### src/hw/debug_defs.svh
`ifndef DEBUG_DEFS_SVH
`define DEBUG_DEFS_SVH

`define DBG_DEPTH      249
`define DBG_CH         4

`define DBG_ADDR_W     9
`define DBG_DATA_W     16
`define DBG_TIME_W     56
`define DBG_CNT_W      8
`define DBG_STM_W      13
`define DBG_MOD_W      15
`define DBG_VALUE_W    48
`define DBG_DUTY_W     8

`define ADDR_DBG_BASE  9'h000
`define ADDR_SEGMENT   9'h010
`define ADDR_STM_CYCLE 9'h011
`define ADDR_MOD_CYCLE 9'h012
`define ADDR_DUTY_FLAG 8

`endif

### src/hw/debug_pkg.sv
`include "debug_defs.svh"

package debug_pkg;

    typedef logic [`DBG_ADDR_W-1:0]  wr_addr_t;
    typedef logic [`DBG_DATA_W-1:0]  wr_data_t;
    typedef logic [`DBG_TIME_W-1:0]  sys_time_t;
    typedef logic [`DBG_CNT_W-1:0]   time_cnt_t;   // low byte of sys_time
    typedef logic [`DBG_STM_W-1:0]   stm_idx_t;
    typedef logic [`DBG_MOD_W-1:0]   mod_idx_t;
    typedef logic [`DBG_VALUE_W-1:0] dbg_value_t;
    typedef logic [`DBG_DUTY_W-1:0]  duty_t;

    typedef enum logic [7:0] {
        NONE        = 8'h00,
        BASE_SIG    = 8'h01,
        THERMO      = 8'h02,
        FORCE_FAN   = 8'h03,
        SYNC        = 8'h04,
        MOD_SEGMENT = 8'h05,
        MOD_IDX     = 8'h06,
        STM_SEGMENT = 8'h07,
        STM_IDX     = 8'h08,
        IS_STM_MODE = 8'h09,
        SYS_TIME_EQ = 8'h50,   // upper 48 bits of sys_time
        PWM_OUT     = 8'hE0,
        DIRECT      = 8'hF0
    } dbg_type_e;

endpackage

### src/hw/sys_time_counter.sv
`timescale 1ns/1ps
`include "debug_defs.svh"

module sys_time_counter (
    input  logic                 CLK,
    input  logic                 rst_n,
    input  logic                 sync,
    input  debug_pkg::sys_time_t sync_time,
    output debug_pkg::sys_time_t sys_time,
    output debug_pkg::time_cnt_t time_cnt,
    output logic                 period_start,
    output logic                 synced
);

    always_ff @(posedge CLK) begin
        if (!rst_n) begin
            sys_time <= '0;
            synced   <= 1'b0;
        end else if (sync) begin
            sys_time <= sync_time;  // jump to host time
            synced   <= 1'b1;
        end else begin
            sys_time <= sys_time + 1'b1;
        end
    end

    assign time_cnt = sys_time[`DBG_CNT_W-1:0];

    // one pwm period per wrap of the low byte
    assign period_start = (time_cnt == '0);

endmodule

### config.mk
export PLATFORM = sky130hd
export DESIGN_NAME = sys_time_counter
export DESIGN_NICKNAME = d
export VERILOG_FILES = /design/src/hw/debug_pkg.sv /design/src/hw/sys_time_counter.sv
export VERILOG_INCLUDE_DIRS = /design/src /design/src/hw
export SDC_FILE = /design/constraint.sdc
export NUM_CORES = 1
export LEC_CHECK = 0
export ABC_CLOCK_PERIOD_IN_PS = 4900
export BUFFER_PORTS_ARGS = -buffer_cell sky130_fd_sc_hd__buf_2
export CORE_MARGIN = 1
export CORE_UTILIZATION = 50
export DETAILED_ROUTE_END_ITERATION = 6
export PLACE_DENSITY = 0.84
export SYNTH_ARGS = -nofsm -noshare
export SYNTH_HDL_FRONTEND = slang
export SYNTH_SLANG_ARGS = --single-unit
### constraint.sdc
create_clock -name CLK -period 4.9 [get_ports CLK]
set_input_delay 0.98 -clock CLK [delete_from_list [all_inputs] [get_ports CLK]]
set_output_delay 0.98 -clock CLK [all_outputs]
set_load 0.05 [all_outputs]
Word-level counts from Yosys, hierarchy flattened. Index checks and enable logic that the tools add are counted.

Add/sub/neg operators: 1. Muxes and demuxes: 1. Reductions and logical operators: 1.

Operator list (number): adder 56 x 1 -> 56 bit (second input constant) (1); 2-to-1 mux 56 bit (1); zero test 8 bit (1).

Register bits after elaboration: 57. Output and inout bits: 66. Logic and storage cells: 5.

Longest topological paths before layout.
Word-level depth: 2. Depth in mapped cells: 9. Mapped depth without buffers: 6.

Worst setup path after synthesis. OpenSTA, ideal clock, no wires.

Path type: register to output. Start: register sys_time[0]. End: output period_start. Arrival: 2.783 ns. Data required time: 3.920 ns. Path slack: 1.137 ns. Cell stages (with the launch flop): 5. Buffers on the path: 0. Path through: dfxtp_1 > inv_1 > ha_1 > or4b_2 > nor4_1.

Longest elaborated chain between the ends: 1.

RTL lines: start, declared (line sys_time_counter.sv:9) `output debug_pkg::sys_time_t sys_time,`; start signal, assigned (line sys_time_counter.sv:20) `sys_time <= sync_time;`; start signal, assigned (line sys_time_counter.sv:23) `sys_time <= sys_time + 1'b1;`; zero test 8 bit (line sys_time_counter.sv:30) `assign period_start = (time_cnt == '0);`; end, declared (line sys_time_counter.sv:11) `output logic period_start,`.

Every way passes these cells.

Worst setup path in the final report. Same ends and word-level chain as after synthesis.

==> impl_metrics.tcl <==
set metrics [dict create \
    ff2ff_path_depth 6 \
    clkSinkCount 57 \
    rsz0062_at_grt "no" \
    final_antenna_net_count 0 \
    cp_slowest_cell "or4b_2" \
    die_w_um 83.4 \
    io_pins 125 \
    vdd_drop_max_mv 0.174 \
    slew_violations 0 \
    ctsResizeCount 0 \
    synth_edf_count 0 \
    die_y_um 83.4 \
    drc 0 \
    endpoint "period_start" \
    h-tree-depth 3 \
    grt_max_degree 58 \
    finalClockSkew_ps 6.35 \
    ys_ff_latch 57 \
    area_growth_pct 22.4 \
    hold_class "register to register" \
    yosysWarnings 0 \
    met2WireLength_mm 4.09 \
    vias 3504 \
    syn_area_per_cell_um2 8.02 \
    worstMarginPinSlew_ps 870 \
    crit_start "sys_time[0]" \
    fin_crit_ps 2920 \
    synthFlopType "dfxtp_1" \
    grt_antenna_before_repair 0 \
    drive_above_1_share 0.291 \
    yosysMostFrequentCell "dfxtp_1" \
    yosys.area_share.adder 0.00755 \
    fin_setup_tns_ps 0 \
    wl_per_cell_um 14.7 \
    maxSlewHeadroom 0.420 \
    synth-compound-area-share 0.199 \
    synth-simple-area-share 0.294 \
    cts_tree "yes" \
    synthTopCellsByCount "57 x dfxtp_1, 51 x o21ai_0, 27 x nand2_1, 23 x clkbuf_1, 23 x nand4_1" \
    die_area_mm2 0.00696 \
    setup.worst_path.end_class "output pin" \
    synth_seq_area_share 0.344 \
    grt_pass1_wl_mm 14.5 \
    holdBufCountCts 0 \
    gp_congestion 0.837 \
    setup_viol 0 \
    syn_area_mm2 0.00331 \
    max_stage_delay_ps 570 \
    synthMuxAreaShare 0.00302 \
    powerDensity_mw_per_mm2 306 \
    crit_chain "inv_1, ha_1, or4b_2, nor4_1, buf_2" \
    r2r_slack_ps 2020 \
    cts_setup_buffers 0 \
    grt_usage 0.259 \
    initial_core_util 0.519 \
    synth_top_family_by_area "simple AND/OR/NAND/NOR gates" \
    drtIter0Drc 178 \
    async_flop_share 0 \
    core_area_mm2 0.00639 \
    fillers 560 \
    fmax_ghz 0.343 \
    clkTransAtPathRegs_ps 60 \
    numCtsBuffers 9 \
    drv_cap 0 \
    ys_top_cells_by_area "dfxtp_1 34%, o21ai_0 7.7%, xor2_1 4.5%" \
    synth_nets 474 \
    finalNetCount 575 \
    num_rows 29 \
    critPathLaunchType "register" \
    timing.rr.start "sys_time[0]" \
    grt_pass1_vias 3206 \
    post-synth-top-area-cell "dfxtp_1" \
    wl_met3_um 650 \
    place_area_mm2 0.00386 \
    root_buffer "clkbuf_8" \
    drt-met1-wl_mm 3.92 \
    num_antenna_cells 0 \
    leakage_nw 1.71 \
    status "complete, no violations" \
    routed_wl_mm 8.79 \
    dp_hpwl_mm 6.20 \
    synthCells 413 \
    hold_viol 0 \
    critPathMaxFanout 7 \
    power_mw 1.24 \
    yosys.area.top_type_share 0.344 \
    stdcell_area_mm2 0.00405 \
    grt-ovfl-total 0 \
    port_buffers 124 \
    synth_cell_types 42 \
    max-clock-path-buffers 2 \
    synth_xor_area_frac 0.0846 \
    fin_crit_sh 0.595 \
    worstPathRequired_ps 3920 \
    r2r-end "sys_time[54]" \
    first_pass_iters 4 \
    clkLatencyLatePin_ps 340 \
    top_layer_used "met4" \
    critical_path_class "register to output pin" \
    avgViaCountPerCell 5.88 \
    critPathArrivalTime_ps 1940 \
]
==> sequential cells by signal (all words and copies together), names as in the netlist <==
name and flops:
sys_time 56, synced 1
==> metal layers <==
metal / global-route usage / vias to the layer above
li1: - / 1734
met1: 0.330 / 1622
met2: 0.414 / 137
met3: 0.0686 / 11
met4: 0.108 / 0
met5: 0 / -
==> cells in the final DEF (no fill, tap or decap), drive strengths merged, types with 6 or more instances in the layout <==
cell,instances
o31ai,9
nor2,14
nand2,27
o21ai,51
a31oi,13
and4,11
nor3,9
and2,11
and3,7
xnor2,15
a21oi,19
or4,8
nand4,25
a211oi,6
clkbuf,14
buf,126
xor2,17
nand3,19
or3,12
inv,10
dfxtp,57
o211a,10
nor4,10
==> power breakdown <==
group / total, mW / internal [mW] / switching, mW
sequential: 0.543 / 0.497 / 0.0467
clock: 0.421 / 0.237 / 0.184
combinational: 0.277 / 0.0783 / 0.199
==> worst min-delay path by stage <==
stage / from / to / slack (ps) / cells after the start
floorplan: sys_time[55] / sys_time[55] / 720 / 2
global placement: synced / synced / 440 / 1
detailed placement: synced / synced / 450 / 1
CTS: synced / synced / 470 / 1
global route: synced / synced / 500 / 1
finish: synced / synced / 460 / 1
==> cell families (layout without fill, tap and decap cells) <==
group	count (synthesis)	in the layout
buffers and inverters	46	152
multiplexers	1	1
adder cells (fa/ha/maj)	2	2
XOR/XNOR	32	32
AND/OR/NAND/NOR	165	165
AO/OA/AOI/OAI	110	110
flip-flops	57	57
==> area by class of cell <==
cell class / instances / area [um2] / area share
Clock buffer: 14 / 183 / 0.0451
Tap cell: 77 / 96.3 / 0.0238
Multi-Input combinational cell: 310 / 1950 / 0.481
Inverter: 10 / 37.5 / 0.00926
Sequential cell: 57 / 1140 / 0.281
Timing Repair Buffer: 126 / 636 / 0.157
Clock inverter: 2 / 10.0 / 0.00247
==> critical path: cells and delay by family, from the launching register on <==
family	cells	cell delay, ps
fa+ha+maj	1	130
flops	1	360
buf+inv	2	370
simple gates	2	740
==> stage by stage <==
| stage | util | hold slack [ps] | worst slack [ps] | cells |
|---|---|---|---|---|
| after floorplan | - | 720 | 1140 | 413 |
| after global placement | 0.605 | 443 | 2200 | 580 |
| after detailed placement | 0.605 | 452 | 2080 | 580 |
| after CTS | 0.635 | 467 | 1950 | 596 |
| after global routing | 0.635 | 496 | 1800 | 596 |
| final | 0.635 | 460 | 1980 | 596 |
Note: power is estimated with default switching activity, not from simulation.
