===== src/hw/debug_defs.svh =====
`ifndef DEBUG_DEFS_SVH
`define DEBUG_DEFS_SVH

`define DBG_DEPTH      249
`define DBG_CH         4

`define DBG_ADDR_W     9
`define DBG_DATA_W     16
`define DBG_TIME_W     56
`define DBG_CNT_W      8
`define DBG_STM_W      13
`define DBG_MOD_W      15
`define DBG_VALUE_W    48
`define DBG_DUTY_W     8

`define ADDR_DBG_BASE  9'h000
`define ADDR_SEGMENT   9'h010
`define ADDR_STM_CYCLE 9'h011
`define ADDR_MOD_CYCLE 9'h012
`define ADDR_DUTY_FLAG 8

`endif


===== src/hw/debug_pkg.sv =====
`include "debug_defs.svh"

package debug_pkg;

    typedef logic [`DBG_ADDR_W-1:0]  wr_addr_t;
    typedef logic [`DBG_DATA_W-1:0]  wr_data_t;
    typedef logic [`DBG_TIME_W-1:0]  sys_time_t;
    typedef logic [`DBG_CNT_W-1:0]   time_cnt_t;   // low byte of sys_time
    typedef logic [`DBG_STM_W-1:0]   stm_idx_t;
    typedef logic [`DBG_MOD_W-1:0]   mod_idx_t;
    typedef logic [`DBG_VALUE_W-1:0] dbg_value_t;
    typedef logic [`DBG_DUTY_W-1:0]  duty_t;

    typedef enum logic [7:0] {
        NONE        = 8'h00,
        BASE_SIG    = 8'h01,
        THERMO      = 8'h02,
        FORCE_FAN   = 8'h03,
        SYNC        = 8'h04,
        MOD_SEGMENT = 8'h05,
        MOD_IDX     = 8'h06,
        STM_SEGMENT = 8'h07,
        STM_IDX     = 8'h08,
        IS_STM_MODE = 8'h09,
        SYS_TIME_EQ = 8'h50,   // upper 48 bits of sys_time
        PWM_OUT     = 8'hE0,
        DIRECT      = 8'hF0
    } dbg_type_e;

endpackage


===== src/hw/pwm_array.sv =====
`timescale 1ns/1ps
`include "debug_defs.svh"

module pwm_array #(
    parameter int DEPTH = `DBG_DEPTH
) (
    input  logic                 CLK,
    input  logic                 rst_n,
    input  logic                 duty_we,
    input  debug_pkg::time_cnt_t duty_idx,
    input  debug_pkg::duty_t     duty,
    input  debug_pkg::time_cnt_t time_cnt,
    output logic                 pwm_out[DEPTH]
);
    import debug_pkg::*;

    duty_t duty_r[DEPTH];
    logic  idx_ok;

    assign idx_ok = (int'(duty_idx) < DEPTH);  // ignore writes past last transducer

    always_ff @(posedge CLK) begin
        if (!rst_n) begin
            for (int i = 0; i < DEPTH; i++) begin
                duty_r[i] <= '0;
            end
        end else if (duty_we && idx_ok) begin
            duty_r[duty_idx] <= duty;
        end
    end

    // high for the first duty counts of each period
    always_comb begin
        for (int i = 0; i < DEPTH; i++) begin
            pwm_out[i] = (time_cnt < duty_r[i]);
        end
    end

endmodule


===== config.mk =====
export PLATFORM = sky130hd
export DESIGN_NAME = pwm_array
export DESIGN_NICKNAME = d
export VERILOG_FILES = /design/src/hw/debug_pkg.sv /design/src/hw/pwm_array.sv
export VERILOG_INCLUDE_DIRS = /design/src /design/src/hw
export SDC_FILE = /design/constraint.sdc
export NUM_CORES = 2
export LEC_CHECK = 0
export BUFFER_PORTS_ARGS = -buffer_cell sky130_fd_sc_hd__buf_2
export CORE_UTILIZATION = 25
export CTS_CLUSTER_DIAMETER = 30
export DETAILED_ROUTE_END_ITERATION = 7
export PLACE_DENSITY = 0.4
export SETUP_SLACK_MARGIN = 0.02
export SLEW_MARGIN = 15
export SYNTH_ARGS = -nofsm -noshare
export SYNTH_HDL_FRONTEND = slang
export SYNTH_SLANG_ARGS = --single-unit

===== constraint.sdc =====
create_clock -name CLK -period 2.04 [get_ports CLK]
set_input_delay 0.102 -clock CLK [delete_from_list [all_inputs] [get_ports CLK]]
set_output_delay 0.102 -clock CLK [all_outputs]
set_load 0.02 [all_outputs]

## Word-level counts from Yosys, hierarchy flattened

Memories as Yosys holds them, arrays and structs flattened.
Cells that the tools add are included.

| cells by class | value |
|---|---|
| magnitude comparators | 250 |
| multiplexer cells | 7 |
| reductions and logical operators | 2 |

Operators by type and width:

| operator | count |
|---|---|
| 8-bit < comparator | 249 |
| 8-bit 2-to-1 mux | 2 |
| 8-bit < comparator, second input constant | 1 |
| 8-bit OR reduction | 1 |
| 1-bit 2-to-1 mux | 5 |
| 1-bit logical AND | 1 |

| storage, ports and cells | value |
|---|---|
| bits in registers | 0 |
| memory bits (writable) | 1992 |
| input bits | 27 |
| output and inout port bits | 249 |
| word-level logic and storage cells | 260 |
| memories kept | 1 |

Memories:

| memory | depth | bits a word | read ports | clocked after Yosys merged registers in | wr ports | line | text |
|---|---|---|---|---|---|---|---|
| duty_r | 249 | 8 | 249 | 0 | 249 | pwm_array.sv:17 | `duty_t duty_r[DEPTH];` |

## Longest topological paths before layout

| logic depth | value |
|---|---|
| depth after elaboration | 7 |
| depth in mapped cells | 8 |

## Worst setup path after synthesis

No wires, ideal clock.

| timing path | value |
|---|---|
| path type | input-to-reg |
| start | in rst_n |
| end | mem duty_r[24][0] (netlist name) (enable) |
| library setup time | 0.384 ns |
| arrival time | 1.746 ns |
| required time | 1.656 ns |
| setup slack | -0.090 ns |
| cell stages on the path | 7 |
| path buffers | 4 |
| path through | clkbuf_1 > and2_1 > buf_2 > buf_4 > nand3_1 > clkbuf_1 > o21ai_0 |

RTL lines:

| element | line | text |
|---|---|---|
| start: declaration | pwm_array.sv:8 | `input logic rst_n,` |
| end: declaration | pwm_array.sv:17 |  |

==> flow_summary.ini <==
[run_status]
outcome = complete, but fails checks
violations = negative setup slack

[global_route]
grt_first_pass_wirelength_um = 625300
track_usage = 0.1884
antenna_found_initial = 35
grt_overflow = 0
grt_pass1_vias = 89739
grt_max_degree = 79

[placement]
gp_congestion = 0.8062
io_buffer_count = 275
place_hpwl_um = 297100
post_dp_cell_area_um2 = 133800

[floorplan]
die_h_um = 676.0
fp.coreArea_um2 = 452400
initial_core_util = 0.2510
rows = 247
die_width_um = 676.0
dieArea_um2 = 457000
io_pins = 276

[layout]
layout.nets = 13863
multi_input_area_um2 = 53810
largest_register = duty_r
biggestRegsByFlops = duty_r: 1992 flops
n_fill_cell = 44438
area_delta_synth_final_pct = 43.49
drive_gt1_frac = 0.2836
ff_latch_area_um2 = 59820
largest_reg_flops = 1992
finalInstanceArea_um2 = 163000

[detailed_routing]
drtAntennaViolNets = 0
routed-via-count = 85710
totalWireLength_um = 438100
drt_iter0_markers = 4609
firstDrtPassIters = 7
wl_per_cell_um = 23.62
vias_per_cell = 4.620
drcViolationCount = 0

[sta]
hold_viol_final = 0
final_max_slew_viol_count = 0
rsz0062_at_grt = yes
max_slew_margin = 0.4828
fin_setup_tns_ns = -113.13
worst_slack_ns = -0.6535
final.min_clock_period_ns = 2.693
tightestPinTransition_ns = 0.7707
finalCritPeriodShare = 1.320
setup_viol = 257
fmax_mhz = 371.3

[clocking]
tritoncts = yes
cts_buffers = 563
cts_sinks = 1992
cts-root-buf = clkbuf_16
clk_pin_slew_ns = 0.04
cts_buffer_depth = 4
htreeDepth = 6

[worst_setup_path]
crit_path_max_fanout = 1
crit_path_start_kind = flip-flop
critPathCaptureType = output pin
crit_slowest_cell = edfxtp_1
critPathTopFamily = compound AO/OA/AOI/OAI gates
cpPeakStageDelay_ns = 0.35
cp.arrival_ns = 2.59
crit_required_ns = 1.94
path_cells = inv_1 -> ha_1 -> a211oi_2 -> o21ai_1 -> a41oi_4 -> buf_6 -> buf_6
crit_buf_inv = 3
cp_common_cell = buf_6
critical_path_class = reg2out

[power]
power_density_nw_per_um2 = 964.6
peakVddDrop_mv = 0.9719
power_leakage_nw = 68.18

[synth]
synth_area_per_cell_um2 = 10.90
seq_area_frac_synth = 0.5266
syn_area_um2 = 113600
netlist_instances = 10422
ys_types = 28
synth_nets = 12192
ys_ff_latch = 1992
yosys_warnings = 0

[flow_run]
maxCapViolCount = 0

[min_path]
hp-class = in2reg
## layer usage
metal	vias to the layer above	track usage	routed length [µm]
met1	43212	0.2309	185800
met5	-	0	0
met2	1691	0.3371	220100
met4	0	0.06805	16160
li1	40122	-	-
met3	685	0.02412	15980
## synth_stat cells, drive strengths merged
cell    instances  area share
ha           1743        0.19
o22ai           6     0.00033
inv          1743       0.058
a211oi        255       0.017
nor4            1     0.00011
and2            1    0.000055
buf           186      0.0079
edfxtp       1992        0.53
o21ai         504       0.022
nand4           9     0.00050
and3            4     0.00022
nand3          16     0.00071
a41oi         243       0.019
nor2b           8     0.00044
a21o          486       0.032
o31ai           1    0.000066
clkbuf        155      0.0051
nand2b        257       0.014
nand2         283      0.0094
o211ai        243       0.016
nor2         2026       0.067
a21oi         243       0.011
nor3           17      0.0011
## path summary, 6_finish.rpt
| kind | slack [ns] | end | startpoint | cells after the start |
|---|---|---|---|---|
| max | -0.65 | pwm_out[180] | duty_r[68][1] | 7 |
| min | 0.07 | duty_r[216][7] | duty_idx[4] | 5 |
## cells in the final DEF (no fill, tap or decap), types with 42 or more instances in the layout
master / Yosys / routed
ha_1: 1743 / 1416
clkbuf_1: 155 / 75
bufinv_16: 0 / 82
edfxtp_1: 1992 / 1992
o21ai_0: 500 / 165
a41oi_2: 0 / 230
o21ai_2: 0 / 108
buf_6: 0 / 272
buf_4: 3 / 824
clkinv_1: 0 / 94
a21oi_1: 243 / 225
clkinvlp_4: 0 / 42
ha_4: 0 / 327
clkbuf_16: 0 / 567
o21ai_1: 4 / 231
buf_12: 0 / 310
nand2b_1: 257 / 257
nor2_1: 2026 / 2016
inv_2: 0 / 297
a211oi_2: 0 / 225
inv_1: 1743 / 1446
clkinv_2: 0 / 95
a21o_1: 486 / 486
nand2_1: 280 / 273
o211ai_1: 243 / 243
## through the flow
stage | total power [mW] | hold slack [ns] | worst slack, ns | utilization | instances
after detailed placement | 64.76 | 0.6891 | -0.6488 | 0.2957 | 17484
final | 157.2 | 0.07339 | -0.6535 | 0.3602 | 18551
after CTS | 158.4 | 0.01156 | -0.7486 | 0.3575 | 18529
after global placement | 64.31 | 0.6968 | -0.6650 | 0.2957 | 17484
after floorplan | 56.02 | 0.4067 | -0.09028 | - | 10422
after global routing | 162.6 | 0.07723 | -0.7474 | 0.3602 | 18543
## area by class of cell
class	instances	area share
repair buffers	1447	0.09709
multi-input cells	6346	0.3301
flip-flops and latches	1992	0.3670
inverters	1743	0.04014
clock buffers	642	0.08878
well taps	5976	0.04588
diodes	20	0.0003071
clock inverters	385	0.03064
## repair_timing
action | CTS | global route
setup endpoints to repair | 249 | 345
pin swaps | 955 | 124
hold endpoints to repair | 1996 | 0
resized for setup | 1814 | 221
setup buffers | 14 | 2
cloned | 0 | 0
hold buffers | 15 | 0
## logic make-up (layout without fill, tap and decap cells)
kind of cell	Yosys count	after routing	synth area share
simple gates	2622	2622	0.09365
compound gates	1981	1981	0.1171
buf+inv	2084	4217	0.07062
other cells	0	20	0
flops	1992	1992	0.5266
fa+ha+maj	1743	1743	0.1920
## where the power goes
part | switching [mW] | internal (mW)
combinational | 11.3 | 8.47
sequential | 0.607 | 47.2
clock | 28.3 | 61.3
total | 40.2 | 117
No activity file was read; power rests on OpenSTA's default activity.
