==> config.mk <==
export PLATFORM = sky130hd
export DESIGN_NAME = debug_settings_regs
export DESIGN_NICKNAME = d
export VERILOG_FILES = /design/src/hw/debug_pkg.sv /design/src/hw/debug_settings_regs.sv
export VERILOG_INCLUDE_DIRS = /design/src /design/src/hw
export SDC_FILE = /design/constraint.sdc
export NUM_CORES = 1
export LEC_CHECK = 0
export BUFFER_PORTS_ARGS = -buffer_cell sky130_fd_sc_hd__buf_4
export CAP_MARGIN = 5
export CORE_MARGIN = 3
export CORE_UTILIZATION = 46
export DETAILED_ROUTE_END_ITERATION = 7
export GPL_ROUTABILITY_DRIVEN = 1
export GPL_TIMING_DRIVEN = 1
export PLACE_DENSITY = 0.76
export SLEW_MARGIN = 25
export SYNTH_ARGS = -nofsm -noshare
export SYNTH_HDL_FRONTEND = slang
export SYNTH_SLANG_ARGS = --single-unit
==> constraint.sdc <==
create_clock -name CLK -period 1.98 [get_ports CLK]
set_input_delay 0.198 -clock CLK [delete_from_list [all_inputs] [get_ports CLK]]
set_output_delay 0.198 -clock CLK [all_outputs]
set_load 0.05 [all_outputs]
==> src/hw/debug_defs.svh <==
`ifndef DEBUG_DEFS_SVH
`define DEBUG_DEFS_SVH

`define DBG_DEPTH      249
`define DBG_CH         4

`define DBG_ADDR_W     9
`define DBG_DATA_W     16
`define DBG_TIME_W     56
`define DBG_CNT_W      8
`define DBG_STM_W      13
`define DBG_MOD_W      15
`define DBG_VALUE_W    48
`define DBG_DUTY_W     8

`define ADDR_DBG_BASE  9'h000
`define ADDR_SEGMENT   9'h010
`define ADDR_STM_CYCLE 9'h011
`define ADDR_MOD_CYCLE 9'h012
`define ADDR_DUTY_FLAG 8

`endif

==> src/hw/debug_pkg.sv <==
`include "debug_defs.svh"

package debug_pkg;

    typedef logic [`DBG_ADDR_W-1:0]  wr_addr_t;
    typedef logic [`DBG_DATA_W-1:0]  wr_data_t;
    typedef logic [`DBG_TIME_W-1:0]  sys_time_t;
    typedef logic [`DBG_CNT_W-1:0]   time_cnt_t;   // low byte of sys_time
    typedef logic [`DBG_STM_W-1:0]   stm_idx_t;
    typedef logic [`DBG_MOD_W-1:0]   mod_idx_t;
    typedef logic [`DBG_VALUE_W-1:0] dbg_value_t;
    typedef logic [`DBG_DUTY_W-1:0]  duty_t;

    typedef enum logic [7:0] {
        NONE        = 8'h00,
        BASE_SIG    = 8'h01,
        THERMO      = 8'h02,
        FORCE_FAN   = 8'h03,
        SYNC        = 8'h04,
        MOD_SEGMENT = 8'h05,
        MOD_IDX     = 8'h06,
        STM_SEGMENT = 8'h07,
        STM_IDX     = 8'h08,
        IS_STM_MODE = 8'h09,
        SYS_TIME_EQ = 8'h50,   // upper 48 bits of sys_time
        PWM_OUT     = 8'hE0,
        DIRECT      = 8'hF0
    } dbg_type_e;

endpackage

==> src/hw/debug_settings_regs.sv <==
`timescale 1ns/1ps
`include "debug_defs.svh"

module debug_settings_regs (
    input  logic                  CLK,
    input  logic                  rst_n,
    input  logic                  wr_en,
    input  debug_pkg::wr_addr_t   wr_addr,
    input  debug_pkg::wr_data_t   wr_data,
    output debug_pkg::dbg_type_e  dbg_type[`DBG_CH],
    output debug_pkg::dbg_value_t dbg_value[`DBG_CH],
    output logic                  stm_segment,
    output logic                  mod_segment,
    output debug_pkg::stm_idx_t   stm_cycle,
    output debug_pkg::mod_idx_t   mod_cycle,
    output logic                  duty_we,
    output debug_pkg::time_cnt_t  duty_idx,
    output debug_pkg::duty_t      duty
);
    import debug_pkg::*;

    localparam int CH_W = $clog2(`DBG_CH);

    logic            reg_we;
    logic            dbg_hit;
    wr_addr_t        dbg_off;
    logic [CH_W-1:0] dbg_ch;

    assign reg_we  = wr_en && !wr_addr[`ADDR_DUTY_FLAG];
    assign dbg_off = wr_addr - `ADDR_DBG_BASE;
    assign dbg_hit = reg_we && (dbg_off < wr_addr_t'(4 * `DBG_CH));  // 4 words per channel
    assign dbg_ch  = dbg_off[2 +: CH_W];

    // duty writes go straight through, pwm_array holds them
    assign duty_we  = wr_en && wr_addr[`ADDR_DUTY_FLAG];
    assign duty_idx = wr_addr[`DBG_CNT_W-1:0];
    assign duty     = duty_t'(wr_data);

    always_ff @(posedge CLK) begin
        if (!rst_n) begin
            for (int c = 0; c < `DBG_CH; c++) begin
                dbg_type[c]  <= NONE;
                dbg_value[c] <= '0;
            end
            stm_segment <= 1'b0;
            mod_segment <= 1'b0;
            stm_cycle   <= '0;
            mod_cycle   <= '0;
        end else if (reg_we) begin
            if (dbg_hit) begin
                case (dbg_off[1:0])
                    2'd0:    dbg_type[dbg_ch]         <= dbg_type_e'(wr_data[7:0]);
                    2'd1:    dbg_value[dbg_ch][15:0]  <= wr_data;
                    2'd2:    dbg_value[dbg_ch][31:16] <= wr_data;
                    default: dbg_value[dbg_ch][47:32] <= wr_data;
                endcase
            end
            case (wr_addr)
                `ADDR_SEGMENT: begin
                    stm_segment <= wr_data[0];
                    mod_segment <= wr_data[1];
                end
                `ADDR_STM_CYCLE: stm_cycle <= stm_idx_t'(wr_data);
                `ADDR_MOD_CYCLE: mod_cycle <= mod_idx_t'(wr_data);
                default: ;
            endcase
        end
    end

endmodule

Word-level counts from Yosys, hierarchy flattened

Cells that the tools add are included.

Output and inout port bits: 271
Register bits after elaboration: 254
Logic and storage cells: 46

Multiplexer cells: 13
Equality and inequality tests: 5
Bitwise logic cells: 2
Magnitude comparators: 3
Reduce and logical (&&, ||, !) cells: 11

Operator list:

| kind               | number |
|---|---|
| $bwmux 192         | 3 |
| $pmux 192 s3       | 1 |
| $demux 48 s2       | 3 |
| $mux 48            | 1 |
| $bwmux 32          | 1 |
| $mux 32            | 1 |
| $eq 9x5->1 const B | 3 |
| $demux 8 s2        | 1 |
| $mux 16            | 1 |
| $lt 9x5->1 const B | 1 |
| $mux 8             | 1 |
| $reduce_and 2->1   | 3 |
| $reduce_and 3->1   | 2 |
| $logic_and 1x1->1  | 4 |
| $ge 3x3->1 const B | 1 |
| $lt 3x1->1 const B | 1 |
| $not 2->3          | 1 |
| $eq 2x1->1 const B | 1 |
| $eq 2x2->1 const B | 1 |
| $logic_not 2->1    | 1 |
| $logic_not 1->1    | 1 |
| $not 1->1          | 1 |

Logic depth before layout (Yosys ltp)

Depth after elaboration: 7
Mapped depth: 8
Mapped depth without buffers: 5

Worst setup path after synthesis

OpenSTA, ideal clock, no wires.

Path kind: input-to-reg
From: in wr_addr[1]
To: reg dbg_value[85] (netlist bit)
Setup time: 0.128 ns
Cell stages on the path: 7
Data required time: 1.852 ns
Slack: 0.005 ns
Arrival time: 1.847 ns
Path buffers: 2
Cell sequence: inv_1 ha_1 clkbuf_2 or3b_2 a211oi_2 buf_2 o22ai_1

Word-level cells in the longest chain between the ends: 3

Ends and longest elaborated chain:

| item                                                  | RTL line                                             | RTL |
|---|---|---|
| start: declaration                                    | debug_settings_regs.sv:8                             | `input debug_pkg::wr_addr_t wr_addr,` |
| $lt 9x5->1 / $logic_not 2->1 (equally long branches)  | debug_settings_regs.sv:31, debug_settings_regs.sv:51 |  |
| $logic_and 1x1->1 / $not 1->1 (equally long branches) | -                                                    |  |
| $reduce_and 3->1 (no source line)                     | -                                                    |  |
| end signal: indexed assignment                        | debug_settings_regs.sv:53                            | `2'd1: dbg_value[dbg_ch][15:0] <= wr_data;` |
| end signal: indexed assignment                        | debug_settings_regs.sv:54                            | `2'd2: dbg_value[dbg_ch][31:16] <= wr_data;` |
| end signal: indexed assignment                        | debug_settings_regs.sv:55                            | `default: dbg_value[dbg_ch][47:32] <= wr_data;` |
| end: declaration                                      | debug_settings_regs.sv:11                            | `` output debug_pkg::dbg_value_t dbg_value[`DBG_CH], `` |

Several ways; a longest one is shown, not always the timed one.
A chain may end at the register's enable or synchronous reset.

Worst setup path after layout

From: in wr_addr[0]
To: reg dbg_value[121] (netlist bit)

The elaborated chain is that of the path after synthesis.

==> Flow_metrics.wiki <==
{| class="wikitable"
! Metric !! Value
|-
| Hold path depth || 3
|-
| Total clock sinks || 254
|-
| Seq. cell area || 0.00508 mm^2
|-
| Drt first-iter violations || 542
|-
| Setup Crit Path Kind || in -> reg
|-
| Min-delay src || wr_data[12]
|-
| Maximum capacitance violations || 0
|-
| Setup repair after global routing missed its margin || no
|-
| Clock slew at reported path FFs || 60 ps
|-
| Vias/cell || 5.60
|-
| Congestion Overflow GR || 0
|-
| Global Route Usage Sum || 0.273
|-
| Last weighted congestion value of the routability-driven placer || 0.821
|-
| Number of hold violations in the final report || 0
|-
| Hold Path Class || in -> reg
|-
| Gate Count Post-Synth || 975
|-
| Clock tree buffer depth || 3
|-
| Die extent in x || 148 um
|-
| Dominant cell type by area after synthesis || dfxtp_1
|-
| Syn nets || 1006
|-
| Most frequent cells in the layout || buf_4 (333), nand2_1 (270), dfxtp_1 (254), o22ai_1 (191), mux2i_1 (62)
|-
| Cell chosen for the clock root || clkbuf_16
|-
| Inserted Clock Buffers || 26
|-
| Maximum operating frequency || 672 MHz
|-
| Leakage power || 0.00554 uW
|-
| Clock tree from TritonCTS || yes
|-
| Global-route wire length before repair || 47600 um
|-
| Fin worst setup slack || 492 ps
|-
| Total placed instance area || 0.0119 mm^2
|-
| Area used by multi-input combinational logic || 0.00364 mm^2
|-
| Post-layout nets || 1288
|-
| Most common cell after layout, fill and taps aside || buf_4
|-
| Min Tclk post-route || 1490 ps
|-
| Pre-CTS setup slack || -26.6 ps
|-
| Final setup skew || 0 ps
|-
| Peak supply drop || 0.000603 V
|-
| Critical path's largest stage delay || 480 ps
|-
| Number of standard-cell rows in the floorplan || 51
|-
| Number of antenna violations at the first check in global routing || 0
|-
| Wirelength per Cell || 20.3 um
|-
| Endpoint of the worst hold path || stm_cycle[12]
|-
| Final worst-path cycle share || 0.751
|-
| Setup-failing EPs final || 0
|-
| Sequential-to-total area share from yosys stat || 0.550
|-
| Chip height || 148 um
|-
| Layout cell share with drive strength beyond 1 || 0.324
|-
| Worst setup slack for register-to-register paths || 1290 ps
|-
| Clock latency of the later-clocked register in the worst-skew pair || 510 ps
|-
| Post-synthesis register bit count || 254
|-
| Setup crit start kind || primary input
|-
| Cells taking the most area after synthesis || dfxtp_1 (55%), o22ai_1 (13%), nand2_1 (11%)
|-
| Measured slew at the worst slew-check pin || 540 ps
|-
| Count of final max-slew check failures || 0
|-
| Placeable Area || 0.0196 mm^2
|-
| Run status || complete, no violations
|-
| Residual DRC count || 0
|-
| Pin count of the biggest net entering global routing || 62
|-
| Final wirelength || 31300 um
|-
| Crit Path Max Fanout || 16
|-
| Area growth from synthesis to layout || 39.1%
|-
| Crit Reg-Reg Startpoint || mod_cycle[4]
|-
| Summed instance area of the synthesized netlist || 0.00924 mm^2
|-
| Worst slew margin || 0.635
|-
| Die outline area || 0.0218 mm^2
|-
| Total vias in the final route || 8639
|-
| Power per cell area || 850 mW/mm^2
|-
| Total of fill cells in the finished design || 1619
|-
| Area of all placed cells without fillers || 0.0129 mm^2
|-
| First-pass iteration count of the detailed router || 5
|-
| Synth Area per Inst || 9.48 um^2
|-
| Most frequent CP cell || buf_4
|-
| Port buffer count || 298
|-
| RR Endpoint || mod_cycle[4]
|-
| Hpwl dp || 21900 um
|-
| Area share of the largest cell type after synthesis || 0.550
|-
| I/O pin total || 299
|-
| Effective utilization at floorplan || 0.472
|-
| Critical Path Slowest Stage Cell || a2111oi_4
|-
| Via count of the first global-routing pass || 8353
|-
| Endpoint kind of the worst setup timing path || flop
|-
| Warnings from Yosys || 0
|-
| Number of antenna repair diodes || 0
|-
| Data arrival time of the critical path || 1880 ps
|-
| Critical path required time || 2370 ps
|-
| Post-route ant nets || 0
|-
| Register-to-Register Path Depth || 2
|-
| CP cell instances || buf_4 > inv_1 > ha_1 > buf_4 > nand2b_1 > a2111oi_4 > buf_12 > o22ai_1
|-
| Distinct cells, synth || 33
|-
| H-tree levels || 1
|}
cell usage after synthesis (all sizes together):
library cell and number:
a2111oi 8, a211oi 4, and2 1, and3b 2
buf 35, clkbuf 63, dfxtp 254, ha 3
inv 2, mux2i 62, nand2 271, nand2b 4
nand3 52, nand3b 1, nand4 2, nand4b 4
nor2 3, nor3b 1, nor4 1, nor4b 2
nor4bb 1, o22ai 192, or2 1, or3 1
or3b 4, or4 1
worst max-delay path, delay by kind of cell:
kind | cells | cell delay, ps
AO/OA/AOI/OAI | 2 | 570
buffers and inverters | 4 | 520
adder cells (fa/ha/maj) | 1 | 370
AND/OR/NAND/NOR | 1 | 220
what timing repair did:
action	4_1_cts	5_1_grt
resized for setup	0	0
hold buffers	2	0
buffers inserted	0	0
endpoints found under the hold margin	2	0
endpoints found under the setup margin	0	0
final cells by class:
class	instances	area share
clock inverters	11	0.0125
clock buffers	37	0.0602
inverters	2	0.000584
multi-input cells	621	0.283
well taps	265	0.0258
flip-flops and latches	254	0.396
repair buffers	352	0.222
worst max-delay path by stage:
| stage | end | start | depth (start not counted) | slack [ps] |
|---|---|---|---|---|
| 2_1_floorplan | dbg_value[85] | wr_addr[1] | 7 | 5 |
| 3_3_place_gp | dbg_value[46] | wr_addr[0] | 8 | -4 |
| 3_5_place_dp | dbg_value[142] | wr_addr[0] | 7 | -30 |
| 4_1_cts | dbg_value[121] | wr_addr[0] | 8 | 500 |
| 5_1_grt | dbg_value[112] | wr_addr[0] | 8 | 400 |
| 6_report | dbg_value[121] | wr_addr[0] | 8 | 490 |
logic make-up (layout without fill, tap and decap cells):
kind of cell,after synthesis,after routing,synth area share
and+or+nand+nor,352,352,0.162
DFF,254,254,0.550
AOI/OAI and AO/OA,204,204,0.161
buffers and inverters,100,402,0.0561
muxes,62,62,0.0672
adders and majority gates,3,3,0.00406
routing by layer:
layer | part of all wire | vias to the layer above | global-route usage | wire (um)
met2 | 0.47 | 411 | 0.451 | 14800
li1 | - | 4018 | - | -
met1 | 0.40 | 4147 | 0.354 | 12500
met3 | 0.097 | 63 | 0.0714 | 3020
met4 | 0.031 | 0 | 0.0815 | 954
met5 | 0 | - | 0 | 0
registers in the layout, summed over array words and instances, names as in the netlist:
register     flops
dbg_value      192
stm_segment      1
stm_cycle       13
mod_segment      1
mod_cycle       15
dbg_type        32
where the power goes:
part / total (uW) / switching, uW / internal [uW]
Sequential: 5110 / 1.93 / 5110
Combinational: 581 / 419 / 162
Clock: 5220 / 1990 / 3230
Total: 10900 / 2410 / 8510
stage by stage:
step | power [uW] | TNS (ps) | hold slack [ps] | utilization | instances
finish | 10900 | 0 | 24.5 | 0.656 | 1542
global route | 11200 | 0 | 13.0 | 0.656 | 1542
CTS | 11000 | 0 | 4.29 | 0.656 | 1542
detailed placement | 5800 | -660 | 450 | 0.607 | 1492
global placement | 5800 | -4.37 | 442 | 0.607 | 1492
floorplan | 5570 | 0 | 337 | - | 975
Note: power is estimated with default switching activity, not from simulation.
