File: config.mk
export PLATFORM = sky130hd
export DESIGN_NAME = segment_index_counters
export DESIGN_NICKNAME = d
export VERILOG_FILES = /design/src/hw/debug_pkg.sv /design/src/hw/segment_index_counters.sv
export VERILOG_INCLUDE_DIRS = /design/src /design/src/hw
export SDC_FILE = /design/constraint.sdc
export NUM_CORES = 1
export LEC_CHECK = 0
export BUFFER_PORTS_ARGS = -buffer_cell sky130_fd_sc_hd__buf_2
export CORE_MARGIN = 1.5
export CORE_UTILIZATION = 49
export CTS_CLUSTER_DIAMETER = 60
export DETAILED_ROUTE_END_ITERATION = 16
export GPL_TIMING_DRIVEN = 0
export HOLD_SLACK_MARGIN = 0.1
export PLACE_DENSITY = 0.66
export SLEW_MARGIN = 20
export SYNTH_ARGS = -nofsm -noshare
export SYNTH_HDL_FRONTEND = slang
export SYNTH_SLANG_ARGS = --single-unit
File: constraint.sdc
create_clock -name CLK -period 93.4 [get_ports CLK]
set_clock_uncertainty 0.15 [all_clocks]
set_input_delay 23.35 -clock CLK [delete_from_list [all_inputs] [get_ports CLK]]
set_output_delay 23.35 -clock CLK [all_outputs]
set_load 0.03 [all_outputs]
File: src/hw/debug_defs.svh
`ifndef DEBUG_DEFS_SVH
`define DEBUG_DEFS_SVH

`define DBG_DEPTH      249
`define DBG_CH         4

`define DBG_ADDR_W     9
`define DBG_DATA_W     16
`define DBG_TIME_W     56
`define DBG_CNT_W      8
`define DBG_STM_W      13
`define DBG_MOD_W      15
`define DBG_VALUE_W    48
`define DBG_DUTY_W     8

`define ADDR_DBG_BASE  9'h000
`define ADDR_SEGMENT   9'h010
`define ADDR_STM_CYCLE 9'h011
`define ADDR_MOD_CYCLE 9'h012
`define ADDR_DUTY_FLAG 8

`endif

File: src/hw/debug_pkg.sv
`include "debug_defs.svh"

package debug_pkg;

    typedef logic [`DBG_ADDR_W-1:0]  wr_addr_t;
    typedef logic [`DBG_DATA_W-1:0]  wr_data_t;
    typedef logic [`DBG_TIME_W-1:0]  sys_time_t;
    typedef logic [`DBG_CNT_W-1:0]   time_cnt_t;   // low byte of sys_time
    typedef logic [`DBG_STM_W-1:0]   stm_idx_t;
    typedef logic [`DBG_MOD_W-1:0]   mod_idx_t;
    typedef logic [`DBG_VALUE_W-1:0] dbg_value_t;
    typedef logic [`DBG_DUTY_W-1:0]  duty_t;

    typedef enum logic [7:0] {
        NONE        = 8'h00,
        BASE_SIG    = 8'h01,
        THERMO      = 8'h02,
        FORCE_FAN   = 8'h03,
        SYNC        = 8'h04,
        MOD_SEGMENT = 8'h05,
        MOD_IDX     = 8'h06,
        STM_SEGMENT = 8'h07,
        STM_IDX     = 8'h08,
        IS_STM_MODE = 8'h09,
        SYS_TIME_EQ = 8'h50,   // upper 48 bits of sys_time
        PWM_OUT     = 8'hE0,
        DIRECT      = 8'hF0
    } dbg_type_e;

endpackage

File: src/hw/segment_index_counters.sv
`timescale 1ns/1ps
`include "debug_defs.svh"

module segment_index_counters (
    input  logic                CLK,
    input  logic                rst_n,
    input  logic                period_start,
    input  debug_pkg::stm_idx_t stm_cycle,
    input  debug_pkg::mod_idx_t mod_cycle,
    output debug_pkg::stm_idx_t stm_idx,
    output debug_pkg::mod_idx_t mod_idx
);
    import debug_pkg::*;

    // one spare bit so that cycle+1 never overflows
    logic [`DBG_MOD_W:0] mod_next;
    logic [`DBG_STM_W:0] stm_next;
    logic                stm_mode;

    // true modulo, wraps cleanly even after the cycle shrinks
    assign mod_next = ({1'b0, mod_idx} + 1'b1) % ({1'b0, mod_cycle} + 1'b1);
    assign stm_next = ({1'b0, stm_idx} + 1'b1) % ({1'b0, stm_cycle} + 1'b1);

    assign stm_mode = (stm_cycle != '0);

    always_ff @(posedge CLK) begin
        if (!rst_n) begin
            mod_idx <= '0;
        end else if (period_start) begin
            mod_idx <= mod_idx_t'(mod_next);
        end
    end

    always_ff @(posedge CLK) begin
        if (!rst_n) begin
            stm_idx <= '0;
        end else if (period_start) begin
            if (stm_mode) begin
                stm_idx <= stm_idx_t'(stm_next);
            end else begin
                stm_idx <= '0;  // stm mode off
            end
        end
    end

endmodule

After elaboration in Yosys (flattened, before gate mapping). Index checks and enable logic that the tools add are counted. W data, S select, Z words.

Add/subtract/negate cells: 4. Div/mod/pow operators: 2. Multiplexer cells: 1. Reduce and logical (&&, ||, !) cells: 1.

Operators by type and width (number): $add A15 B1 Y16 const B (2); $add A13 B1 Y14 const B (2); $mod A16 B16 Y16 (1); $mod A14 B14 Y14 (1); $mux W13 (1); $reduce_bool A13 Y1 (1).

Register bits after elaboration: 28.

Longest topological paths before layout. Gate-level depths: netlist of the first run.

Depth in word-level cells: 3. Gate-level depth with buffers: 143.

Least setup slack after synthesis of the first run. No wires, ideal clock.

Path type: input -> register. From: in mod_cycle[12]. To: reg mod_idx[1]. Data arrival time: 51295 ps. Path slack: 41839 ps. Stages on the path: 125. Path buffers: 12. Path through: buf_6 -> or4_4 -> a2111oi_4 -> mux2i_2 -> or3_1 -> buf_2 -> nor3_1 -> a21oi_1 -> ha_1 -> o21ai_0 -> nand2b_1 -> nand2b_1 -> or2_2 -> mux2_2 -> ha_1 -> o211ai_1 -> nand3b_1 -> nand2_1 -> [... 89 more ...] -> or3_1 -> o21ai_0 -> a211oi_1 -> nor2_1 -> a21o_1 -> clkbuf_1 -> clkbuf_1 -> mux2_2 -> ha_1 -> and3_1 -> nand3_1 -> a31oi_1 -> o221ai_1 -> a21oi_1 -> clkbuf_1 -> mux2i_1 -> nand2_1 -> o211a_1.

Cells in the longest elaborated chain, start to end: 2.

RTL lines: start: declaration (line segment_index_counters.sv:9) `input debug_pkg::mod_idx_t mod_cycle,`; $add A15 B1 Y16 (line segment_index_counters.sv:21) `assign mod_next = ({1'b0, mod_idx} + 1'b1) % ({1'b0, mod_cycle} + 1'b1);`; $mod A16 B16 Y16 (line segment_index_counters.sv:21); end signal: assignment (line segment_index_counters.sv:30) `mod_idx <= mod_idx_t'(mod_next);`; end: declaration (line segment_index_counters.sv:11) `output debug_pkg::mod_idx_t mod_idx`.

Every way passes these cells. A chain may end at the register's enable or synchronous reset.

Worst setup path in the final report of the first run.
From: in mod_cycle[0]. To: reg mod_idx[3].

The elaborated chain is that of the path after synthesis.

==> results of run 1 <==
==> metrics by stage <==
stage / instance area [sq um] / cells / hold WS [ns] / total power (uW)
finish: 16300 / 2633 / 0.349 / 437
global route: 16300 / 2633 / 0.364 / 480
CTS: 16300 / 2633 / 0.345 / 429
detailed placement: 16200 / 2629 / 0.336 / 416
global placement: 16000 / 2622 / 0.335 / 407
floorplan: 15300 / 2176 / 0.447 / 329
==> cell usage after synthesis (51+ instances only) <==
library cell | number | area share
ha_1 | 252 | 0.21
inv_1 | 98 | 0.024
o21ai_0 | 128 | 0.042
nor3_1 | 96 | 0.031
nand2_1 | 171 | 0.042
xor2_1 | 67 | 0.038
o21a_1 | 92 | 0.045
clkbuf_1 | 53 | 0.013
nor2_1 | 224 | 0.055
xnor2_1 | 104 | 0.060
nand3_1 | 51 | 0.017
a21o_1 | 56 | 0.028
a21oi_1 | 153 | 0.050
==> worst reg2reg max path: cells and delay by family (launching register included) <==
kind | cells | cell delay, ns
adder cells (fa/ha/maj) | 16 | 5.44
AND/OR/NAND/NOR | 35 | 7.13
AO/OA/AOI/OAI | 55 | 15.19
buffers and inverters | 15 | 5.68
multiplexers | 6 | 1.89
flip-flops | 1 | 0.41
==> flip-flops by register name, indices dropped and copies added, names as in the netlist <==
register	cells
stm_idx	13
mod_idx	15
==> power breakdown <==
part / internal [uW] / switching, uW / leakage, uW
Combinational: 163 / 237 / 0.00731
Sequential: 16.4 / 9.40 / 0.000230
Clock: 6.58 / 4.21 / 0.0000442
Total: 186 / 250 / 0.00759
==> worst paths after layout <==
check,start,endpoint,slack (ns),depth (start not counted)
worst max-delay path,mod_cycle[0],mod_idx[3],33.35,130
worst min-delay path,stm_idx[10],stm_idx[10],0.35,2
worst max register to register,mod_idx[3],mod_idx[3],57.41,127
worst min register to register,stm_idx[10],stm_idx[10],0.35,2
==> routing by layer <==
metal,track usage,part of all wire
met5,0,0.00026
met4,0.0990,0.032
met3,0.0429,0.076
met2,0.486,0.44
met1,0.413,0.45
==> placed cells by master, fill, tap and decap left out, types with 21 or more instances in the layout <==
master and count:
nor3_1 96, clkbuf_1 53, a21o_1 56, nor2_1 224
xor2_1 65, xnor2_1 98, or3_1 28, mux2_2 45
nand2b_1 22, nor2b_1 24, nand2_1 171, buf_2 52
nor4_1 21, and3_1 23, a21oi_1 153, o211ai_1 31
a211oi_1 34, nand4_1 42, mux2i_1 34, nand3_1 51
a31oi_1 39, dfxtp_1 28, o21ai_0 128, inv_1 98
ha_1 252, o21a_1 92
==> area by class of cell <==
cell class | instances | share of cell area
inverters | 98 | 0.0226
flip-flops and latches | 28 | 0.0345
multi-input cells | 1989 | 0.871
clock buffers | 4 | 0.00546
repair buffers | 57 | 0.0209
well taps | 396 | 0.0305
plain buffers | 61 | 0.0147
==> logic make-up (layout without fill, tap and decap cells) <==
logic type	after synthesis	after routing	share of synthesized area
compound gates	707	707	0.313
xor+xnor	171	171	0.0981
fa+ha+maj	254	254	0.209
buf+inv	159	220	0.0397
flops	28	28	0.0367
mux	81	81	0.0574
simple gates	776	776	0.246
==> qor.txt, run 1 <==
kind of critical path: in -> reg
CP most frequent cell: ha_1
FMAX: 0.0167 GHz
worst min path class: reg -> reg
DR WL/cell: 19.3 microns
post-route setup TNS: 0 ns
Cell Rows: 64
nets@finish: 2523
Max-Cap Viols: 0
Remaining Overflow, GRT: 0
register area share after synthesis: 0.0367
Starting DRT DRC Count: 1719
slew at the pin with the worst max-slew slack: 1.16 ns
Leak: 0.00759 uW
critical path launch point type: primary input
CP max FO: 23
#FFs+latches synth: 28
cell family with most CP delay: compound AO/OA/AOI/OAI gates
pre-CTS setup slack: 34.25 ns
unrepaired setup endpoints after global routing: no
final setup violation count: 0
Post-Syn Nets: 2461
vias in the first global route: 15700
root buffer cell: clkbuf_16
hpwl dp: 41.7 mm
# IOs: 59
Slew headroom: 0.221
Post-synth EDFFs: 0
die area: 32200 sq um
Avg Inst Size Synth: 7.02 sq um
CTS Buf Count: 3
synthesis-to-finish area growth: 6.53%
share of cells above drive strength 1: 0.0706
Core Region: 30700 sq um
htree depth: 1
drt first pass iters: 7
Mapped Cells: 2176
final hold violations: 0
status: completed
Post-Syn Area: 15300 sq um
period utilization: 0.643
fill count: 3060
critical path's largest stage delay: 0.77 ns
largest net degree at the start of global routing: 24
via count: 17100
routability cong.: 0.994
ys async rst share: 0
CP endpoint kind: flop
Residual DRC: 0
Final ANT Viol Nets: 0
post-layout util: 0.530
PwrDens: 26.8 nW/um^2
first-pass GRT wire length: 81.2 mm
CTS Sinks: 28
register cell area after layout: 561 sq um
die width: 180 microns
CTS tree: built
CTS resizes: 0
area occupied by multi-input gates: 14200 sq um
initial antenna violation count: 1
worst path arrival time: 60.04 ns
final setup margin: 33.35 ns
highest-delay cell along the critical path: nor4_1
maximum VDD drop: 0.0000290 V
Synth Warn #: 0
CTS Hold Bufs: 0
clock latency on the worst-skew pair: 0.27 ns
final wirelength: 50.8 mm
total track usage: 0.302
Req. time, crit path: 93.39 ns
# port buffers: 50
top_reg_cell synth: dfxtp_1
count of pins over their slew limit: 0
Die H: 180 microns
diodes inserted: 0
Post-CTS Setup Bufs: 0
maximum buffer depth of the clock tree: 2
clk slew on worst S/H paths: 0.07 ns
Tmin final: 60.05 ns
vias per std cell: 6.50
Starting Density: 0.498
Synth cell types: 82
Buf+Inv Stages, Crit Path: 17
Note: power is estimated with default switching activity, not from simulation.
==> run 2, diff against run 1 <==
--- a/config.mk
+++ b/config.mk
@@ -6,6 +6,7 @@
 export SDC_FILE = /design/constraint.sdc
 export NUM_CORES = 1
 export LEC_CHECK = 0
+export ABC_AREA = 1
 export BUFFER_PORTS_ARGS = -buffer_cell sky130_fd_sc_hd__buf_2
 export CORE_MARGIN = 1.5
 export CORE_UTILIZATION = 49
==> constraint.sdc (replaced) <==
create_clock -name CLK -period 59.4 [get_ports CLK]
set_clock_uncertainty 0.15 [all_clocks]
set_input_delay 14.85 -clock CLK [delete_from_list [all_inputs] [get_ports CLK]]
set_output_delay 14.85 -clock CLK [all_outputs]
set_load 0.03 [all_outputs]
==> run 2 against run 1 <==
Power is 8.8% higher. Cell area is 4.1% lower. Critical path depth is 111 higher. Critical endpoint is now mod_idx[13].
==> qor.txt, run 2 <==
final setup margin: 12.73 ns (was 33.35 ns)
drt first pass iters: 5 (was 7)
PwrDens: 30.4 nW/um^2 (was 26.8 nW/um^2)
CTS tree: built (unchanged)
P_int: 199 uW (was 186 uW)
CP endpoint kind: flop (unchanged)
clk slew on worst S/H paths: 0.07 ns (about the same)
Net Sw Frac: 0.582 (was 0.573)
Tmin final: 46.67 ns
die width: 176 microns (was 180 microns)
Clk network pwr share: 0.042 (was 0.025)
# port buffers: 58 (was 50)
final hold violations: 0 (unchanged)
vias in the first global route: 14200 (was 15700)
count of pins over their slew limit: 0 (unchanged)
total track usage: 0.269 (was 0.302)
htree depth: 1 (unchanged)
synth cell count leaders: nand2_1 (640), inv_1 (331), ha_1 (252) (was ha_1 (252), nor2_1 (224), nand2_1 (171))
combinational share of power: 0.890 (was 0.916)
Avg Inst Size Synth: 6.10 sq um (was 7.02 sq um)
Synth area leaders: ha_1 (22%), nand2_1 (16%), inv_1 (8.5%) (was ha_1 (21%), xnor2_1 (6.0%), nor2_1 (5.5%))
Post-Layout Cell Count: 2857 (was 2633)
Max-Cap Viols: 0 (unchanged)
Residual DRC: 0 (unchanged)
vias per std cell: 5.40 (was 6.50)
Remaining Overflow, GRT: 0 (unchanged)
Core Region: 29600 sq um (was 30700 sq um)
register share of total power: 0.067 (was 0.059)
unrepaired setup endpoints after global routing: no (unchanged)
post-route setup TNS: 0 ns (unchanged)
Post-synth EDFFs: 0 (unchanged)
hpwl dp: 35.7 mm (was 41.7 mm)
Synth Warn #: 0 (unchanged)
top_reg_cell synth: dfxtp_1 (unchanged)
area occupied by multi-input gates: 12600 sq um (was 14200 sq um)
CTS resizes: 0 (unchanged)
CTS Hold Bufs: 0 (unchanged)
largest net degree at the start of global routing: 19 (was 24)
via count: 15400 (was 17100)
first-pass GRT wire length: 68.6 mm (was 81.2 mm)
die area: 30900 sq um (was 32200 sq um)
critical path launch point type: primary input (unchanged)
most flop-heavy register: mod_idx (unchanged)
worst min path class: reg -> reg (unchanged)
Mapped Cells: 2402 (was 2176)
DR WL/cell: 14.8 microns (was 19.3 microns)
Starting Density: 0.495 (was 0.498)
period utilization: 0.786
dominant cell type by area after synthesis: ha_1 (unchanged)
worst path arrival time: 46.65 ns (was 60.04 ns)
maximum buffer depth of the clock tree: 2 (unchanged)
diodes inserted: 0 (unchanged)
synthesis-to-finish area growth: 6.57% (was 6.53%)
Synth cell types: 63 (was 82)
Die H: 176 microns (was 180 microns)
count leader, synth: nand2_1 (was ha_1)
initial antenna violation count: 0 (was 1)
register area share after synthesis: 0.0383 (was 0.0367)
Req. time, crit path: 59.39 ns (was 93.39 ns)
highest-delay cell along the critical path: nand2_1 (was nor4_1)
share of cells above drive strength 1: 0.117 (was 0.0706)
pre-CTS setup slack: 12.72 ns (was 34.25 ns)
DP Area: 15500 sq um (was 16200 sq um)
Placed Cells: 2853 (was 2629)
root buffer cell: clkbuf_16 (unchanged)
kind of critical path: in -> reg (unchanged)
Post-Syn Area: 14600 sq um (was 15300 sq um)
Slew headroom: 0.303 (was 0.221)
maximum VDD drop: 0.0000256 V (was 0.0000290 V)
Leak: 0.00921 uW (was 0.00759 uW)
CTS Buf Count: 3 (unchanged)
final wirelength: 42.4 mm (was 50.8 mm)
register cell area after layout: 561 sq um (unchanged)
final setup violation count: 0 (unchanged)
Post-CTS Setup Bufs: 0 (unchanged)
max reg flops: 15 (unchanged)
Top Registers: mod_idx x15, stm_idx x13 (unchanged)
ys async rst share: 0 (unchanged)
most frequent cells in the layout: nand2_1 (640), inv_1 (331), ha_1 (252) (was ha_1 (252), nor2_1 (224), nand2_1 (171))
Synth top area share: 0.215 (was 0.207)
CP most frequent cell: nand2_1 (was ha_1)
# IOs: 59 (unchanged)
critical path's largest stage delay: 0.53 ns (was 0.77 ns)
slew at the pin with the worst max-slew slack: 1.04 ns (was 1.16 ns)
P_sw: 276 uW (was 250 uW)
CTS Sinks: 28 (unchanged)
nets@finish: 2753 (was 2523)
CP max FO: 18 (was 23)
FMAX: 0.0214 GHz
Final Cell Area: 15600 sq um (was 16300 sq um)
#FFs+latches synth: 28 (unchanged)
Post-Syn Nets: 2687 (was 2461)
routability cong.: 0.927 (was 0.994)
Starting DRT DRC Count: 895 (was 1719)
Cell Rows: 63 (was 64)
most common cell after layout, fill and taps aside: nand2_1 (was ha_1)
clock latency on the worst-skew pair: 0.26 ns (was 0.27 ns)
Final ANT Viol Nets: 0 (unchanged)
status: completed (unchanged)
fill count: 3070 (was 3060)
==> run 2: final timing paths <==
path	startpoint	end	slack, ns	cells after the start
worst max-delay path	mod_cycle[0]	mod_idx[13]	12.73	241
worst min-delay path	stm_idx[10]	stm_idx[10]	0.35	2
worst max register to register	mod_idx[0]	mod_idx[13]	27.33	242
worst min register to register	stm_idx[10]	stm_idx[10]	0.35	2
==> run 2: critical path, delay by kind of cell <==
family                   cells  cell delay [ns]
buffers and inverters       18             2.15
AND/OR/NAND/NOR            143            13.81
adder cells (fa/ha/maj)     16             5.04
AO/OA/AOI/OAI               63            10.50
XOR/XNOR                     1             0.20
==> run 2: area by class of cell <==
type | instances | area share
Buffer | 30 | 0.0140
Sequential cell | 28 | 0.0359
Clock inverter | 1 | 0.00192
Timing Repair Buffer | 61 | 0.0212
Clock buffer | 3 | 0.00481
Inverter | 353 | 0.0849
Tap cell | 390 | 0.0313
Multi-Input combinational cell | 1991 | 0.806
==> run 2: cell families (layout without fill, tap and decap cells) <==
group | count (synthesis) | after routing | synth area share
xor+xnor | 169 | 169 | 0.102
simple gates | 1154 | 1154 | 0.366
fa+ha+maj | 254 | 254 | 0.218
buf+inv | 383 | 448 | 0.105
mux | 3 | 3 | 0.00291
compound gates | 411 | 411 | 0.167
flops | 28 | 28 | 0.0383
==> run 2: power by group through the flow <==
stage	Sequential (uW)	Clock [uW]	Combinational, uW
after global placement	32.0	0	406
after floorplan	37.3	0	322
after detailed placement	32.1	0	417
final	32.0	20.1	423
after CTS	31.6	20.2	419
after global routing	32.5	21.0	475
==> run 2: layer usage <==
metal  wire length, microns  track usage  part of all wire  up-vias
met3                   1960       0.0173             0.046       66
met5                      0            0                 0        -
li1                       -            -                 -     8076
met2                  18500        0.437              0.44      331
met1                  20900        0.387              0.49     6969
met4                    985       0.0630             0.023        0
==> run 2: per-stage QoR <==
step | utilization | hold WS (ns) | power, uW
floorplan | - | 0.454 | 359
global placement | 0.522 | 0.340 | 438
detailed placement | 0.524 | 0.347 | 449
CTS | 0.528 | 0.358 | 471
global route | 0.528 | 0.390 | 529
finish | 0.528 | 0.352 | 475
